### src/av_core_pkg.sv
`default_nettype none

////////////////////////////////////////////////////////////
// shared types and default timing for the a/v core
////////////////////////////////////////////////////////////

package av_core_pkg;

    // raster coordinate width, enough for 512 lines
    localparam int COORD_W = 10;

    typedef logic [COORD_W-1:0] coord_t;

    // 24-bit colour, red in the top byte
    typedef struct packed {
        logic [7:0] red;
        logic [7:0] green;
        logic [7:0] blue;
    } rgb_t;

    // current counter position plus active-region flag
    typedef struct packed {
        coord_t x;
        coord_t y;
        logic   active;
    } raster_pos_t;

    typedef struct packed {
        logic vs;
        logic hs;
    } video_sync_t;

    typedef struct packed {
        logic de;
        rgb_t rgb;
    } pixel_t;

    // what the scaler sees
    typedef struct packed {
        video_sync_t sync;
        pixel_t      pixel;
    } video_out_t;

    typedef struct packed {
        logic sclk;
        logic lrck;
        logic dac;
    } i2s_out_t;

    ////////////////////////////////////////////////////////////
    // default raster, 320x240 inside 400x512 at 12.288 MHz
    ////////////////////////////////////////////////////////////
    localparam int DEF_H_TOTAL   = 400;
    localparam int DEF_H_ACTIVE  = 320;
    localparam int DEF_H_BPORCH  = 10;
    localparam int DEF_V_TOTAL   = 512;
    localparam int DEF_V_ACTIVE  = 240;
    localparam int DEF_V_BPORCH  = 10;
    // hs a few pixels after vs, never on the same cycle
    localparam int DEF_HS_OFFSET = 3;

    // overlay band limits, raw counter values
    localparam int DEF_OVL_X_END   = 60;
    localparam int DEF_OVL_Y_START = 200;

    // colours
    localparam logic [7:0] GREY_LEVEL = 8'd60;
    localparam rgb_t COLOUR_RED   = '{red: 8'd255, green: 8'd0, blue: 8'd0};
    localparam rgb_t COLOUR_BLACK = '{red: 8'd0, green: 8'd0, blue: 8'd0};

    // i2s, mclk/4 bit clock and 32 bits per channel
    localparam int DEF_MCLK_PER_SCLK = 4;
    localparam int DEF_BITS_PER_WORD = 32;

endpackage

`default_nettype wire

### src/raster_timing.sv
`timescale 1ns/1ps
`default_nettype none

////////////////////////////////////////////////////////////
// raster counters, sync pulses, active-region flag
////////////////////////////////////////////////////////////

module raster_timing #(
    parameter int H_TOTAL   = 400,
    parameter int H_ACTIVE  = 320,
    parameter int H_BPORCH  = 10,
    parameter int V_TOTAL   = 512,
    parameter int V_ACTIVE  = 240,
    parameter int V_BPORCH  = 10,
    parameter int HS_OFFSET = 3
) (
    input  wire                       audgen_mclk,
    input  wire                       reset_n,
    output av_core_pkg::raster_pos_t  pos,
    output av_core_pkg::video_sync_t  sync
);

    // pixel and line counters
    av_core_pkg::coord_t x_cnt;
    av_core_pkg::coord_t y_cnt;

    logic x_last;
    logic y_last;
    logic h_active;
    logic v_active;

    // end of line, end of frame
    assign x_last = (x_cnt == av_core_pkg::coord_t'(H_TOTAL - 1));
    assign y_last = (y_cnt == av_core_pkg::coord_t'(V_TOTAL - 1));

    // active window, back porch up to back porch + active
    assign h_active = (x_cnt >= av_core_pkg::coord_t'(H_BPORCH)) &&
                      (x_cnt < av_core_pkg::coord_t'(H_BPORCH + H_ACTIVE));
    assign v_active = (y_cnt >= av_core_pkg::coord_t'(V_BPORCH)) &&
                      (y_cnt < av_core_pkg::coord_t'(V_BPORCH + V_ACTIVE));

    ////////////////////////////////////////////////////////////
    // counters
    ////////////////////////////////////////////////////////////

    always_ff @(posedge audgen_mclk or negedge reset_n) begin
        if (!reset_n) begin
            x_cnt <= '0;
            y_cnt <= '0;
        end else begin
            if (x_last) begin
                x_cnt <= '0;
                // y steps once per line
                if (y_last) begin
                    y_cnt <= '0;
                end else begin
                    y_cnt <= y_cnt + 1'b1;
                end
            end else begin
                x_cnt <= x_cnt + 1'b1;
            end
        end
    end

    ////////////////////////////////////////////////////////////
    // sync pulses, one cycle behind the counters
    ////////////////////////////////////////////////////////////

    always_ff @(posedge audgen_mclk or negedge reset_n) begin
        if (!reset_n) begin
            sync <= '0;
        end else begin
            // new frame at (0,0)
            sync.vs <= (x_cnt == '0) && (y_cnt == '0);
            // new line, offset so it never lands on vs
            sync.hs <= (x_cnt == av_core_pkg::coord_t'(HS_OFFSET));
        end
    end

    // position is straight from the counters
    assign pos = '{
        x:      x_cnt,
        y:      y_cnt,
        active: h_active && v_active
    };

endmodule

`default_nettype wire

### src/video_pixel_gen.sv
`timescale 1ns/1ps
`default_nettype none

////////////////////////////////////////////////////////////
// colour and data enable from raster position
////////////////////////////////////////////////////////////

module video_pixel_gen #(
    parameter int OVL_X_END   = 60,
    parameter int OVL_Y_START = 200
) (
    input  wire                       audgen_mclk,
    input  wire                       reset_n,
    input  av_core_pkg::raster_pos_t  pos,
    input  logic                      debug_overlay,
    output av_core_pkg::pixel_t       pixel
);

    logic                 in_left_band;
    logic                 in_bottom_band;
    logic                 paint_red;
    av_core_pkg::rgb_t    grey;
    av_core_pkg::pixel_t  pixel_d;

    // flat grey, same level on every channel
    assign grey = '{
        red:   av_core_pkg::GREY_LEVEL,
        green: av_core_pkg::GREY_LEVEL,
        blue:  av_core_pkg::GREY_LEVEL
    };

    // overlay bands, raw counter compare
    assign in_left_band   = (pos.x < av_core_pkg::coord_t'(OVL_X_END));
    assign in_bottom_band = (pos.y > av_core_pkg::coord_t'(OVL_Y_START));

    // red only while debug level is high
    assign paint_red = debug_overlay && (in_left_band || in_bottom_band);

    ////////////////////////////////////////////////////////////
    // next pixel
    ////////////////////////////////////////////////////////////

    always_comb begin
        pixel_d.de = pos.active;
        // inactive area is black
        pixel_d.rgb = av_core_pkg::COLOUR_BLACK;
        if (pos.active) begin
            if (paint_red) begin
                pixel_d.rgb = av_core_pkg::COLOUR_RED;
            end else begin
                pixel_d.rgb = grey;
            end
        end
    end

    ////////////////////////////////////////////////////////////
    // output register
    ////////////////////////////////////////////////////////////

    // one cycle after pos, lines up with registered sync
    always_ff @(posedge audgen_mclk or negedge reset_n) begin
        if (!reset_n) begin
            pixel <= '0;
        end else begin
            pixel <= pixel_d;
        end
    end

endmodule

`default_nettype wire

### src/i2s_silence_gen.sv
`timescale 1ns/1ps
`default_nettype none

////////////////////////////////////////////////////////////
// silent i2s stream, bit and word clocks from mclk
////////////////////////////////////////////////////////////

module i2s_silence_gen #(
    parameter int MCLK_PER_SCLK = 4,
    parameter int BITS_PER_WORD = 32
) (
    input  wire                    audgen_mclk,
    input  wire                    reset_n,
    output av_core_pkg::i2s_out_t  audio
);

    // both ratios are powers of two
    localparam int DIV_W = $clog2(MCLK_PER_SCLK);
    localparam int BIT_W = $clog2(BITS_PER_WORD);

    logic [DIV_W-1:0] div_cnt;
    logic [BIT_W-1:0] bit_cnt;
    logic             sclk_fall;
    logic             lrck_q;
    logic             dac_q;

    // last divider count, sclk drops on the next edge
    assign sclk_fall = (div_cnt == DIV_W'(MCLK_PER_SCLK - 1));

    // mclk divider
    always_ff @(posedge audgen_mclk or negedge reset_n) begin
        if (!reset_n) begin
            div_cnt <= '0;
        end else begin
            div_cnt <= div_cnt + 1'b1;
        end
    end

    ////////////////////////////////////////////////////////////
    // bit count and word clock, both on falling sclk
    ////////////////////////////////////////////////////////////

    always_ff @(posedge audgen_mclk or negedge reset_n) begin
        if (!reset_n) begin
            bit_cnt <= '0;
            lrck_q  <= 1'b0;
            dac_q   <= 1'b0;
        end else begin
            // no samples, line stays low
            dac_q <= 1'b0;
            if (sclk_fall) begin
                bit_cnt <= bit_cnt + 1'b1;
                // switch channels after a full word
                if (bit_cnt == BIT_W'(BITS_PER_WORD - 1)) begin
                    lrck_q <= ~lrck_q;
                end
            end
        end
    end

    // sclk is the divider msb
    assign audio = '{
        sclk: div_cnt[DIV_W-1],
        lrck: lrck_q,
        dac:  dac_q
    };

endmodule

`default_nettype wire

### src/av_core_top.sv
`timescale 1ns/1ps
`default_nettype none

////////////////////////////////////////////////////////////
// a/v generator top, single clock on audgen_mclk
////////////////////////////////////////////////////////////

module av_core_top #(
    parameter int H_TOTAL       = av_core_pkg::DEF_H_TOTAL,
    parameter int H_ACTIVE      = av_core_pkg::DEF_H_ACTIVE,
    parameter int H_BPORCH      = av_core_pkg::DEF_H_BPORCH,
    parameter int V_TOTAL       = av_core_pkg::DEF_V_TOTAL,
    parameter int V_ACTIVE      = av_core_pkg::DEF_V_ACTIVE,
    parameter int V_BPORCH      = av_core_pkg::DEF_V_BPORCH,
    parameter int HS_OFFSET     = av_core_pkg::DEF_HS_OFFSET,
    parameter int OVL_X_END     = av_core_pkg::DEF_OVL_X_END,
    parameter int OVL_Y_START   = av_core_pkg::DEF_OVL_Y_START,
    parameter int MCLK_PER_SCLK = av_core_pkg::DEF_MCLK_PER_SCLK,
    parameter int BITS_PER_WORD = av_core_pkg::DEF_BITS_PER_WORD
) (
    input  wire                      audgen_mclk,
    input  wire                      reset_n,
    input  logic                     debug_overlay,
    output av_core_pkg::video_out_t  video,
    output av_core_pkg::i2s_out_t    audio
);

    av_core_pkg::raster_pos_t pos;
    av_core_pkg::video_sync_t sync;
    av_core_pkg::pixel_t      pixel;

    // counters and sync
    raster_timing #(
        .H_TOTAL   (H_TOTAL),
        .H_ACTIVE  (H_ACTIVE),
        .H_BPORCH  (H_BPORCH),
        .V_TOTAL   (V_TOTAL),
        .V_ACTIVE  (V_ACTIVE),
        .V_BPORCH  (V_BPORCH),
        .HS_OFFSET (HS_OFFSET)
    ) u_raster_timing (
        .audgen_mclk (audgen_mclk),
        .reset_n     (reset_n),
        .pos         (pos),
        .sync        (sync)
    );

    // colour and de, aligned with sync
    video_pixel_gen #(
        .OVL_X_END   (OVL_X_END),
        .OVL_Y_START (OVL_Y_START)
    ) u_video_pixel_gen (
        .audgen_mclk   (audgen_mclk),
        .reset_n       (reset_n),
        .pos           (pos),
        .debug_overlay (debug_overlay),
        .pixel         (pixel)
    );

    // silent audio
    i2s_silence_gen #(
        .MCLK_PER_SCLK (MCLK_PER_SCLK),
        .BITS_PER_WORD (BITS_PER_WORD)
    ) u_i2s_silence_gen (
        .audgen_mclk (audgen_mclk),
        .reset_n     (reset_n),
        .audio       (audio)
    );

    // video bundle for the scaler
    assign video = '{sync: sync, pixel: pixel};

endmodule

`default_nettype wire

### config.mk
export PLATFORM = sky130hd
export DESIGN_NAME = av_core_top
export DESIGN_NICKNAME = d
export VERILOG_FILES = /design/src/av_core_pkg.sv /design/src/raster_timing.sv /design/src/video_pixel_gen.sv /design/src/i2s_silence_gen.sv /design/src/av_core_top.sv
export SDC_FILE = /design/constraint.sdc
export NUM_CORES = 1
export LEC_CHECK = 0
export BUFFER_PORTS_ARGS = -buffer_cell sky130_fd_sc_hd__buf_4
export CORE_MARGIN = 5
export CORE_UTILIZATION = 48
export CTS_CLUSTER_DIAMETER = 150
export CTS_CLUSTER_SIZE = 12
export DETAILED_ROUTE_END_ITERATION = 8
export GPL_TIMING_DRIVEN = 0
export PLACE_DENSITY = 0.7
export SLEW_MARGIN = 20
export SYNTH_ARGS = -nofsm -noshare
export SYNTH_HDL_FRONTEND = slang
export SYNTH_HIERARCHICAL = 1
export SYNTH_SLANG_ARGS = --single-unit
### constraint.sdc
create_clock -name audgen_mclk -period 3.2 [get_ports audgen_mclk]
set_clock_uncertainty 0.15 [all_clocks]
set_input_delay 0.48 -clock audgen_mclk [delete_from_list [all_inputs] [get_ports audgen_mclk]]
set_output_delay 0.48 -clock audgen_mclk [all_outputs]
set_load 0.1 [all_outputs]
Word-level counts from Yosys, hierarchy flattened
Index checks and enable logic that the tools add are counted.
{"block": "op_classes", "n_addsub": 4, "order_cmp": 6, "eq_ne": 5, "n_mux": 4, "bitwise_logic": 1, "reduce_logical": 9}
{"operator": "$mux W24", "count": 2}
{"operator": "$add A10 B1 Y10 const B", "count": 2}
{"operator": "$eq A10 B9 Y1 const B", "count": 2}
{"operator": "$ge A10 B4 Y1 const B", "count": 2}
{"operator": "$logic_not A10 Y1", "count": 2}
{"operator": "$mux W10", "count": 2}
{"operator": "$eq A10 B2 Y1 const B", "count": 1}
{"operator": "$gt A10 B8 Y1 const B", "count": 1}
{"operator": "$lt A10 B6 Y1 const B", "count": 1}
{"operator": "$lt A10 B8 Y1 const B", "count": 1}
{"operator": "$lt A10 B9 Y1 const B", "count": 1}
{"operator": "$add A5 B1 Y5 const B", "count": 1}
{"operator": "$eq A5 B5 Y1 const B", "count": 1}
{"operator": "$logic_and A1 B1 Y1", "count": 5}
{"operator": "$add A2 B1 Y2 const B", "count": 1}
{"operator": "$eq A2 B2 Y1 const B", "count": 1}
{"operator": "$reduce_and A2 Y1", "count": 1}
{"operator": "$logic_or A1 B1 Y1", "count": 1}
{"operator": "$not A1 Y1", "count": 1}
{"block": "word_totals", "ff_bits": 55, "in_bits": 3, "word_cells": 40}

Depth between registers and ports, before layout
Gate-level depths: netlist of run 1.
{"block": "depth", "ltp_word": 5, "depth_mapped": 8}

By module
Netlist of run 1, hierarchy kept.
{"module": "raster_timing", "instances": 1, "cells_per_inst": 120, "area_each_um2": 1193.6, "seq_area_each_um2": 550.5}
{"module": "i2s_silence_gen", "instances": 1, "cells_per_inst": 27, "area_each_um2": 364.1, "seq_area_each_um2": 200.2}
{"module": "video_pixel_gen", "instances": 1, "cells_per_inst": 37, "area_each_um2": 317.8, "seq_area_each_um2": 75.1}

Least setup slack after synthesis of run 1
Ideal clock, no wire load.
{"block": "synth_path", "kind": "reg2reg", "startpoint": "register u_raster_timing.x_cnt[4]", "endpoint": "register, netlist name u_video_pixel_gen/pixel[4]", "setup_ps": 120, "t_arrival_ps": 2147, "required_time_ps": 2930, "path_slack_ps": 782, "path_stages_with_launch": 8, "path_cell_list": "dfrtp_1 -> or4_1 -> clkbuf_2 -> or3_2 -> o221ai_1 -> a221oi_1 -> nor2b_1 -> a41o_1"}
{"element": "start: declaration", "line_no": "raster_timing.sv:24", "text": "av_core_pkg::coord_t x_cnt;"}
{"element": "start signal: assignment", "line_no": "raster_timing.sv:60", "text": "x_cnt <= x_cnt + 1'b1;"}

==> out/metrics.yaml, run 1 <==
clkLatencyLatePin_ps: 290
worstSetupPathType: "reg -> reg"
grt_pass1_wl_mm: 6.03
synth_top_cell_area_share: 0.440
gp_congestion: 0.785
drt-total-wl_mm: 3.56
hold_viol: 0
path_clk_slew_ps: 70
io_buffer_count: 23
ys_types: 42
grt_pass1_vias: 1360
area_growth_pct: 20.7
overflow: 0
setup_viol: 0
post_cts_buffers: 0
worstSetupStartpointType: "register"
pre_cts_ws_ps: 618
first_iter_violations: 39
design.die.area_mm2: 0.00526
dr.pass1.iters: 4
yosys_register_bits: 33
core_area_mm2: 0.00372
initial_utilization: 0.505
clockBufferDepth: 2
finalNetCount: 234
top_usage_layer: "met2"
drv_slew: 0
tightest_slew_ps: 615
grtUsageMet1: 0.165
drcViolationCount: 0
end_kind: "register"
min_period_ps: 2620
status: "finished clean"
power_leakage_nw: 1.14
cts_made_buffers: 5
use_met3: 0.0554
crit_required_ps: 3230
clockRootBuffer: "clkbuf_8"
wire_per_inst_um: 13.1
die_h_um: 72.5
top_level_ports: 33
grt_start_max_net_pins: 34
max_freq_ghz: 0.382
rsz0062_at_grt: "false"
ant_nets: 0
yosysTopAreaCell: "dfrtp_1"
cp.arrival_ps: 2650
vdd_drop_max_v: 0.000235
drv_cap: 0
power.density_mw_per_mm2: 393
setup_tns_ps: 0
die_w_um: 72.5
crit_path_max_fanout: 8
syn_inst: 184
cts.sinks: 33
antenna_found_initial: 0
rows: 22
met2_usage: 0.256
post-dp-hpwl_mm: 2.69
vias_per_cell: 5.04
ys_top_cells_by_area: "dfrtp_1 44%, buf_4 10%, ha_1 6.0%"
hold_class: "reg -> reg"
avgSynthCellArea_um2: 10.2
grt_use_total: 0.150
num_vias: 1367
ys_warn_count: 6
slew_headroom: 0.588
diodes: 0
ys_seq_area_frac: 0.440
cts_tree: "yes"
layout-drive-gt1-share: 0.300
synth_area_mm2: 0.00188
h-tree-depth: 2
fin_ws_ps: 582
finalCritPeriodShare: 0.818
[cells in the mapped netlist, drive strengths merged]
| cell | number |
|---|---|
| o311a | 1 |
| inv | 7 |
| nand2 | 12 |
| o221ai | 1 |
| and2 | 2 |
| clkbuf | 5 |
| nand3 | 8 |
| a31oi | 1 |
| nor2 | 10 |
| conb | 2 |
| a211oi | 1 |
| or3 | 4 |
| a21oi | 2 |
| xnor2 | 11 |
| ha | 9 |
| o31a | 1 |
| nor2b | 2 |
| buf | 26 |
| a41o | 1 |
| xor2 | 5 |
| or4 | 3 |
| o31ai | 3 |
| and3 | 4 |
| o21bai | 1 |
| nand4b | 1 |
| a221oi | 1 |
| nor4b | 2 |
| nand4 | 4 |
| dfrtp | 33 |
| o21a | 1 |
| mux2 | 3 |
| o21ai | 6 |
| nor4 | 7 |
| nor3 | 4 |
[state kept, by name (all words and copies together) (netlist names)]
signal,cells
u_i2s_silence_gen/div_cnt,2
u_i2s_silence_gen/lrck_q,1
u_raster_timing/x_cnt,10
u_i2s_silence_gen/bit_cnt,5
u_raster_timing/sync,2
u_video_pixel_gen/pixel,3
u_raster_timing/y_cnt,10
[per-layer routing]
metal,share of wire,vias up
met5,0,-
met4,0.017,0
met3,0.080,6
met2,0.48,38
met1,0.43,644
li1,-,679
[power breakdown]
part	switching, W	leakage (nW)	internal (W)
clock	0.000155	0.0574	0.000253
sequential	0	0.432	0.000417
combinational	0.0000553	0.653	0.00000991
[cell usage in the layout, fill, tap and decap left out, types with 2 or more instances in the layout]
cell	Yosys	final
nand3_1	8	8
clkbuf_1	4	4
nor3_1	3	3
nor2_1	10	10
or4_1	2	2
a21oi_1	2	2
nand2_1	12	12
and2_1	2	2
nor4b_1	2	2
or3_1	3	3
dfrtp_1	33	33
nor4_1	6	6
o31ai_1	3	3
o21ai_0	5	5
ha_1	9	9
xor2_1	5	5
nor2b_1	2	2
buf_4	25	48
inv_1	7	7
clkbuf_8	0	6
nand4_1	4	4
xnor2_1	11	11
conb_1	2	9
mux2_4	2	2
and3_1	4	4
[metrics by stage]
| stage | instance area, um^2 | hold WS [ps] | util | std cells | total power, W |
|---|---|---|---|---|---|
| finish | 2260 | 273 | 0.609 | 271 | 0.000890 |
| global route | 2260 | 285 | 0.609 | 271 | 0.000923 |
| CTS | 2260 | 274 | 0.609 | 271 | 0.000899 |
| detailed placement | 2130 | 270 | 0.574 | 262 | 0.000489 |
| global placement | 2130 | 259 | 0.574 | 262 | 0.000489 |
| floorplan | 1900 | 34.4 | - | 191 | 0.000479 |
[cell type report]
class                           count  area (um^2)
Buffer                             31          219
Timing Repair Buffer               24          183
Fill cell                         333         1450
Tap cell                           48         60.1
Sequential cell                    33          826
Multi-Input combinational cell    120          831
Clock inverter                      2         37.5
Clock buffer                        6         82.6
Inverter                            7         26.3
[critical path, cell delays in order (launching register included)]
cell and delay, ps:
dfrtp_1 470, or4_1 540, clkbuf_2 170, or3_2 470, o221ai_1 210, a221oi_1 120, nor2b_1 180, a41o_1 200
[path summary, 6_finish.rpt]
| check | start | to | depth (start not counted) | slack, ps |
|---|---|---|---|---|
| max | u_raster_timing/x_cnt[4]$_DFF_PN0_ | u_video_pixel_gen/pixel[4]$_DFF_PN0_ | 7 | 580 |
| min | u_i2s_silence_gen/div_cnt[0]$_DFF_PN0_ | u_i2s_silence_gen/div_cnt[0]$_DFF_PN0_ | 1 | 270 |
| max reg2reg | u_raster_timing/x_cnt[4]$_DFF_PN0_ | u_video_pixel_gen/pixel[4]$_DFF_PN0_ | 7 | 580 |
| min reg2reg | u_i2s_silence_gen/div_cnt[0]$_DFF_PN0_ | u_i2s_silence_gen/div_cnt[0]$_DFF_PN0_ | 1 | 270 |
| max in group asynchronous | reset_n | u_raster_timing/y_cnt[6]$_DFFE_PN0N_ | 2 | 2100 |
| min in group asynchronous | reset_n | u_raster_timing/x_cnt[0]$_DFF_PN0_ | 2 | 510 |
[cell families (layout without fill, tap and decap cells)]
kind of cell             Yosys count  after routing  synth area share
adder cells (fa/ha/maj)            9              9            0.0600
flip-flops                        33             33             0.440
XOR/XNOR                          16             16            0.0747
AND/OR/NAND/NOR                   63             63             0.192
other                              2              9           0.00400
multiplexers                       3              3            0.0220
AO/OA/AOI/OAI                     20             20            0.0761
buffers and inverters             38             70             0.131
[what timing repair did]
item | CTS | global route
endpoints found under the hold margin | 33 | 0
resized for setup | 0 | 0
hold buffers | 1 | 0
Power figures use the tool's default switching activity.
==> inputs of run 2 (changes only) <==
- PLACE_DENSITY: 0.7 -> 0.73
- clock period: 3.2 -> 2.4 ns (I/O delays scaled with it)
==> run 2 against run 1 <==
  * Total power up 19%
  * Register-to-register slack worse by 510 ps
  * Final cell count rose by 0.74%
  * Core utilization up 0.67 points
  * Sequential share of layout area is 0.34 points lower
  * Combinational power increased by 34%
  * Worst hold slack got worse by 100 ps
  * Routed wire length rose by 1.3%
  * Via count down 0.29%
  * Critical path depth stayed put
  * Die area did not move
  * Cell area rose by 1.1%
==> out/metrics.yaml, run 2 (synthesis gave the netlist of run 1 again) <==
hold_end: "u_video_pixel_gen/pixel[22]$_DFF_PN0_"
stdcell_area_mm2: 0.00229
tightest_slew_ps: 668
reg2reg_depth: 7
status: "finished clean"
fillers: 306
io_buffer_count: 23
p_total_w: 0.00106
antenna_found_initial: 0
dr.pass1.iters: 4
vdd_drop_max_v: 0.000240
rrSetupSlack_ps: 70
first_iter_violations: 66
grt_pass1_wl_mm: 6.17
layout-drive-gt1-share: 0.324
crit_path_max_fanout: 7
grt_start_max_net_pins: 34
worstSetupPathType: "reg -> reg"
end_kind: "register"
path_clk_slew_ps: 70
max_freq_ghz: 0.430
top_level_ports: 33
critPathMaxStageDelay_ps: 530
min_period_ps: 2330
clockRootBuffer: "clkbuf_8"
rows: 22
wire_per_inst_um: 13.2
hold_viol: 0
drcViolationCount: 0
cts.sinks: 33
grt_use_total: 0.152
mostFrequentLayoutCells: "51 x buf_4, 32 x dfrtp_1, 12 x nand2_1, 11 x xnor2_1, 10 x nor2_1"
clkLatencyLatePin_ps: 280
power_leakage_nw: 1.15
whs_path_depth: 3
pre_cts_ws_ps: -67.6
slew_headroom: 0.552
power.density_mw_per_mm2: 463
slowest_stage: "or4_1"
initial_utilization: 0.505
drv_slew: 0
fin_ws_ps: 71.8
design.die.area_mm2: 0.00526
cts_tree: "yes"
ant_nets: 0
area_growth_pct: 22.1
hold_class: "in -> reg"
grt_pass1_vias: 1306
rsz0062_at_grt: "false"
overflow: 0
die_w_um: 72.5
h-tree-depth: 2
finalNetCount: 237
die_h_um: 72.5
drt-total-wl_mm: 3.60
r2r-start: "u_raster_timing/x_cnt[9]$_DFF_PN0_"
gp_congestion: 0.773
dpl-instance-area_mm2: 0.00216
finalCritPeriodShare: 0.970
setup_viol: 0
crit_required_ps: 2410
path_buf_inv: 1
cp.arrival_ps: 2340
diodes: 0
vias_per_cell: 4.99
num_vias: 1363
rr_endpoint: "u_video_pixel_gen/pixel[4]$_DFF_PN0_"
critPathTopFamily: "simple AND/OR/NAND/NOR gates"
cts_made_buffers: 5
core_area_mm2: 0.00372
post-dp-hpwl_mm: 2.60
reg_top3: "u_raster_timing/x_cnt: 10 flops, u_raster_timing/y_cnt: 10 flops, u_i2s_silence_gen/bit_cnt: 5 flops"
hp-start: "debug_overlay"
setup_tns_ps: 0
layout_commonest_cell: "buf_4"
clockBufferDepth: 2
crit_chain: "or4_1, clkbuf_8, or3_4, o221ai_2, a221oi_2, nor2b_1, a41o_1"
drv_cap: 0
worstSetupStartpointType: "register"
-- run 2: area by class of cell --
type / count / area [um^2] / share of cell area
Timing Repair Buffer: 27 / 205 / 0.0896
Sequential cell: 33 / 827 / 0.361
Buffer: 31 / 228 / 0.0995
Clock buffer: 7 / 86.3 / 0.0377
Multi-Input combinational cell: 120 / 857 / 0.374
Inverter: 7 / 26.3 / 0.0115
Tap cell: 48 / 60.1 / 0.0262
-- run 2: per-stage QoR --
| stage | utilization | hold WS [ps] | std cells |
|---|---|---|---|
| global route | 0.616 | 183 | 273 |
| floorplan | - | -85.6 | 191 |
| finish | 0.616 | 174 | 273 |
| CTS | 0.613 | 168 | 273 |
| detailed placement | 0.580 | 176 | 262 |
| global placement | 0.580 | 173 | 262 |
-- run 2: report_power, final --
part | leakage [nW] | internal, W | switching, W
clock | 0.0443 | 0.000227 | 0.000188
sequential | 0.432 | 0.000556 | 0
combinational | 0.674 | 0.0000132 | 0.0000743
total | 1.15 | 0.000797 | 0.000262
-- run 2: tightest hold or removal path, delay by kind of cell --
| kind | cells | cell delay [ps] |
|---|---|---|
| compound gates | 1 | 30 |
| simple gates | 1 | 50 |
| buf+inv | 1 | 120 |
-- run 2: metal layers --
metal  GRT usage  share of wire
met5           0              0
met1       0.207           0.47
met4      0.0451         0.0053
met2       0.235           0.46
met3      0.0429          0.069
-- run 2: repair_timing --
| item | in CTS | in global routing |
|---|---|---|
| gates resized for setup | 2 | 2 |
| pin swaps | 0 | 1 |
| hold buffers | 1 | 0 |
| setup endpoints to repair | 5 | 6 |
| hold endpoints to repair | 33 | 0 |
| setup buffers | 3 | 0 |
-- run 2: worst max-delay path by stage --
stage	start	end	slack, ps	cells past startpoint
final	u_raster_timing/x_cnt[9]$_DFF_PN0_	u_video_pixel_gen/pixel[4]$_DFF_PN0_	70	7
after global routing	u_raster_timing/x_cnt[9]$_DFF_PN0_	u_raster_timing/y_cnt[5]$_DFFE_PN0N_	8	6
after CTS	u_raster_timing/x_cnt[9]$_DFF_PN0_	u_raster_timing/y_cnt[5]$_DFFE_PN0N_	30	6
after detailed placement	u_raster_timing/x_cnt[4]$_DFF_PN0_	u_video_pixel_gen/pixel[4]$_DFF_PN0_	-70	7
after global placement	u_raster_timing/x_cnt[5]$_DFF_PN0_	u_video_pixel_gen/pixel[4]$_DFF_PN0_	-70	7
after floorplan	u_raster_timing/x_cnt[5]$_DFF_PN0_	u_video_pixel_gen/pixel[4]$_DFF_PN0_	40	7
==> inputs of run 3 (changes only) <==
--- a/config.mk
+++ b/config.mk
@@ -9,4 +9,5 @@
 export CORE_MARGIN = 5
 export CORE_UTILIZATION = 48
+export CTS_BUF_LIST = sky130_fd_sc_hd__clkbuf_16
 export CTS_CLUSTER_DIAMETER = 150
 export CTS_CLUSTER_SIZE = 12
--- a/constraint.sdc
+++ b/constraint.sdc
@@ -3,3 +3,3 @@
 set_input_delay 0.36 -clock audgen_mclk [delete_from_list [all_inputs] [get_ports audgen_mclk]]
 set_output_delay 0.36 -clock audgen_mclk [all_outputs]
-set_load 0.1 [all_outputs]
+set_load 0.005 [all_outputs]
==> run 3 against run 2 <==
  * Critical path type unchanged
  * Core utilization up 1.2 points
  * Flip-flop and latch count unchanged
  * Die area did not move
  * Non-clock buffer count stayed put
  * Sequential power about the same
  * First-iteration DRC count increased by 27%
==> out/metrics.yaml, run 3 (synthesis gave the netlist of run 1 again) <==
post-dp-hpwl_mm: 2.60
num_vias: 1385
dp_cells: 262
rsz0062_at_grt: "false"
seq_area_um2: 827
cp.arrival_ps: 2320
top_usage_layer: "met2"
antenna_found_initial: 0
reg2reg_depth: 7
min_period_ps: 2320
power.density_mw_per_mm2: 499
max_freq_ghz: 0.432
core_area_mm2: 0.00372
fillers: 298
finalNetCount: 237
dr.pass1.iters: 4
diodes: 0
r2r-start: "u_raster_timing/x_cnt[9]$_DFF_PN0_"
initial_utilization: 0.505
wire_per_inst_um: 13.5
cts.sinks: 33
crit_path_end: "u_video_pixel_gen/pixel[4]$_DFF_PN0_"
clockRootBuffer: "clkbuf_16"
layout_commonest_cell: "buf_4"
whs_ps: 179
cts_tree: "yes"
status: "finished clean"
crit_path_max_fanout: 7
finalNonFillerCells: 273
mostFrequentLayoutCells: "51 x buf_4, 32 x dfrtp_1, 12 x nand2_1, 11 x xnor2_1, 10 x nor2_1"
slew_headroom: 0.552
vdd_drop_max_v: 0.000275
drt-total-wl_mm: 3.68
multi_input_area_um2: 857
tightest_slew_ps: 669
hold_class: "in -> reg"
first_iter_violations: 84
die_h_um: 72.5
rr_endpoint: "u_video_pixel_gen/pixel[4]$_DFF_PN0_"
finalCritPeriodShare: 0.965
top_level_ports: 33
h-tree-depth: 2
cts_made_buffers: 5
drv_cap: 0
worstSetupStartpointType: "register"
hp-start: "debug_overlay"
area_growth_pct: 24.5
rrSetupSlack_ps: 80
die_w_um: 72.5
clkLatencyLatePin_ps: 270
grtUsageMet1: 0.205
drcViolationCount: 0
overflow: 0
path_clk_slew_ps: 50
hold_viol: 0
rows: 22
design.die.area_mm2: 0.00526
met2_usage: 0.242
grt_start_max_net_pins: 34
grt_use_total: 0.154
gp_congestion: 0.773
worstSetupPathType: "reg -> reg"
clockBufferDepth: 2
reg_top3: "u_raster_timing/x_cnt: 10 flops, u_raster_timing/y_cnt: 10 flops, u_i2s_silence_gen/bit_cnt: 5 flops"
power_leakage_nw: 1.17
vias_per_cell: 5.07
crit_required_ps: 2400
use_met3: 0.0429
cp-startpoint: "u_raster_timing/x_cnt[9]$_DFF_PN0_"
grt_pass1_wl_mm: 6.28
drv_slew: 0
ant_nets: 0
setup_viol: 0
end_kind: "register"
layout-drive-gt1-share: 0.320
grt_pass1_vias: 1332
io_buffer_count: 23
[run 3: power breakdown]
group          switching [W]  total [W]  internal [W]
Sequential                 0   0.000557      0.000557
Clock               0.000209   0.000579      0.000370
Combinational      0.0000165  0.0000289     0.0000124
Total               0.000226    0.00117      0.000939
[run 3: how the worst min path moves through the flow]
| stage | endpoint | slack [ps] | depth (start not counted) |
|---|---|---|---|
| after floorplan | u_i2s_silence_gen/bit_cnt[0]$_DFFE_PN0N_ | -90 | 0 |
| after global placement | u_i2s_silence_gen/bit_cnt[4]$_DFFE_PN0N_ | 170 | 1 |
| after detailed placement | u_i2s_silence_gen/bit_cnt[1]$_DFFE_PN0N_ | 180 | 1 |
| after CTS | u_video_pixel_gen/pixel[22]$_DFF_PN0_ | 180 | 3 |
| after global routing | u_video_pixel_gen/pixel[22]$_DFF_PN0_ | 190 | 3 |
| final | u_video_pixel_gen/pixel[22]$_DFF_PN0_ | 180 | 3 |
[run 3: worst max-delay path: stages, from the launching register on]
cell,delay [ps]
dfrtp_1,370
or4_1,530
clkbuf_8,170
or3_4,350
o221ai_2,190
a221oi_2,80
nor2b_1,160
a41o_1,200
[run 3: layer usage]
metal / routed length, um / share of wire / up-vias
li1: - / - / 685
met1: 1660 / 0.45 / 647
met2: 1660 / 0.45 / 46
met3: 298 / 0.081 / 7
met4: 58 / 0.016 / 0
met5: 0 / 0 / -
[run 3: what timing repair did]
action                                  4_1_cts  5_1_grt
hold endpoints to repair                     33        0
buffers inserted                              3        0
endpoints found under the setup margin        5        8
pin swaps                                     0        1
hold buffers                                  1        0
resized for setup                             2        2
[run 3: stage by stage]
step,setup TNS [ps],total power [W],worst slack [ps],cell area [um^2],utilization
floorplan,0,0.000580,41.9,1920,-
global placement,-85.1,0.000594,-71.5,2160,0.580
detailed placement,-122,0.000594,-67.6,2160,0.580
CTS,0,0.00117,30.3,2330,0.626
global route,0,0.00121,15.3,2340,0.629
finish,0,0.00117,83.6,2340,0.629
[run 3: final cells by class]
type / instances / share of cell area
plain buffers: 31 / 0.0975
clock inverters: 2 / 0.00321
repair buffers: 27 / 0.0878
inverters: 7 / 0.0112
multi-input cells: 120 / 0.367
well taps: 48 / 0.0257
flip-flops and latches: 33 / 0.354
clock buffers: 5 / 0.0536
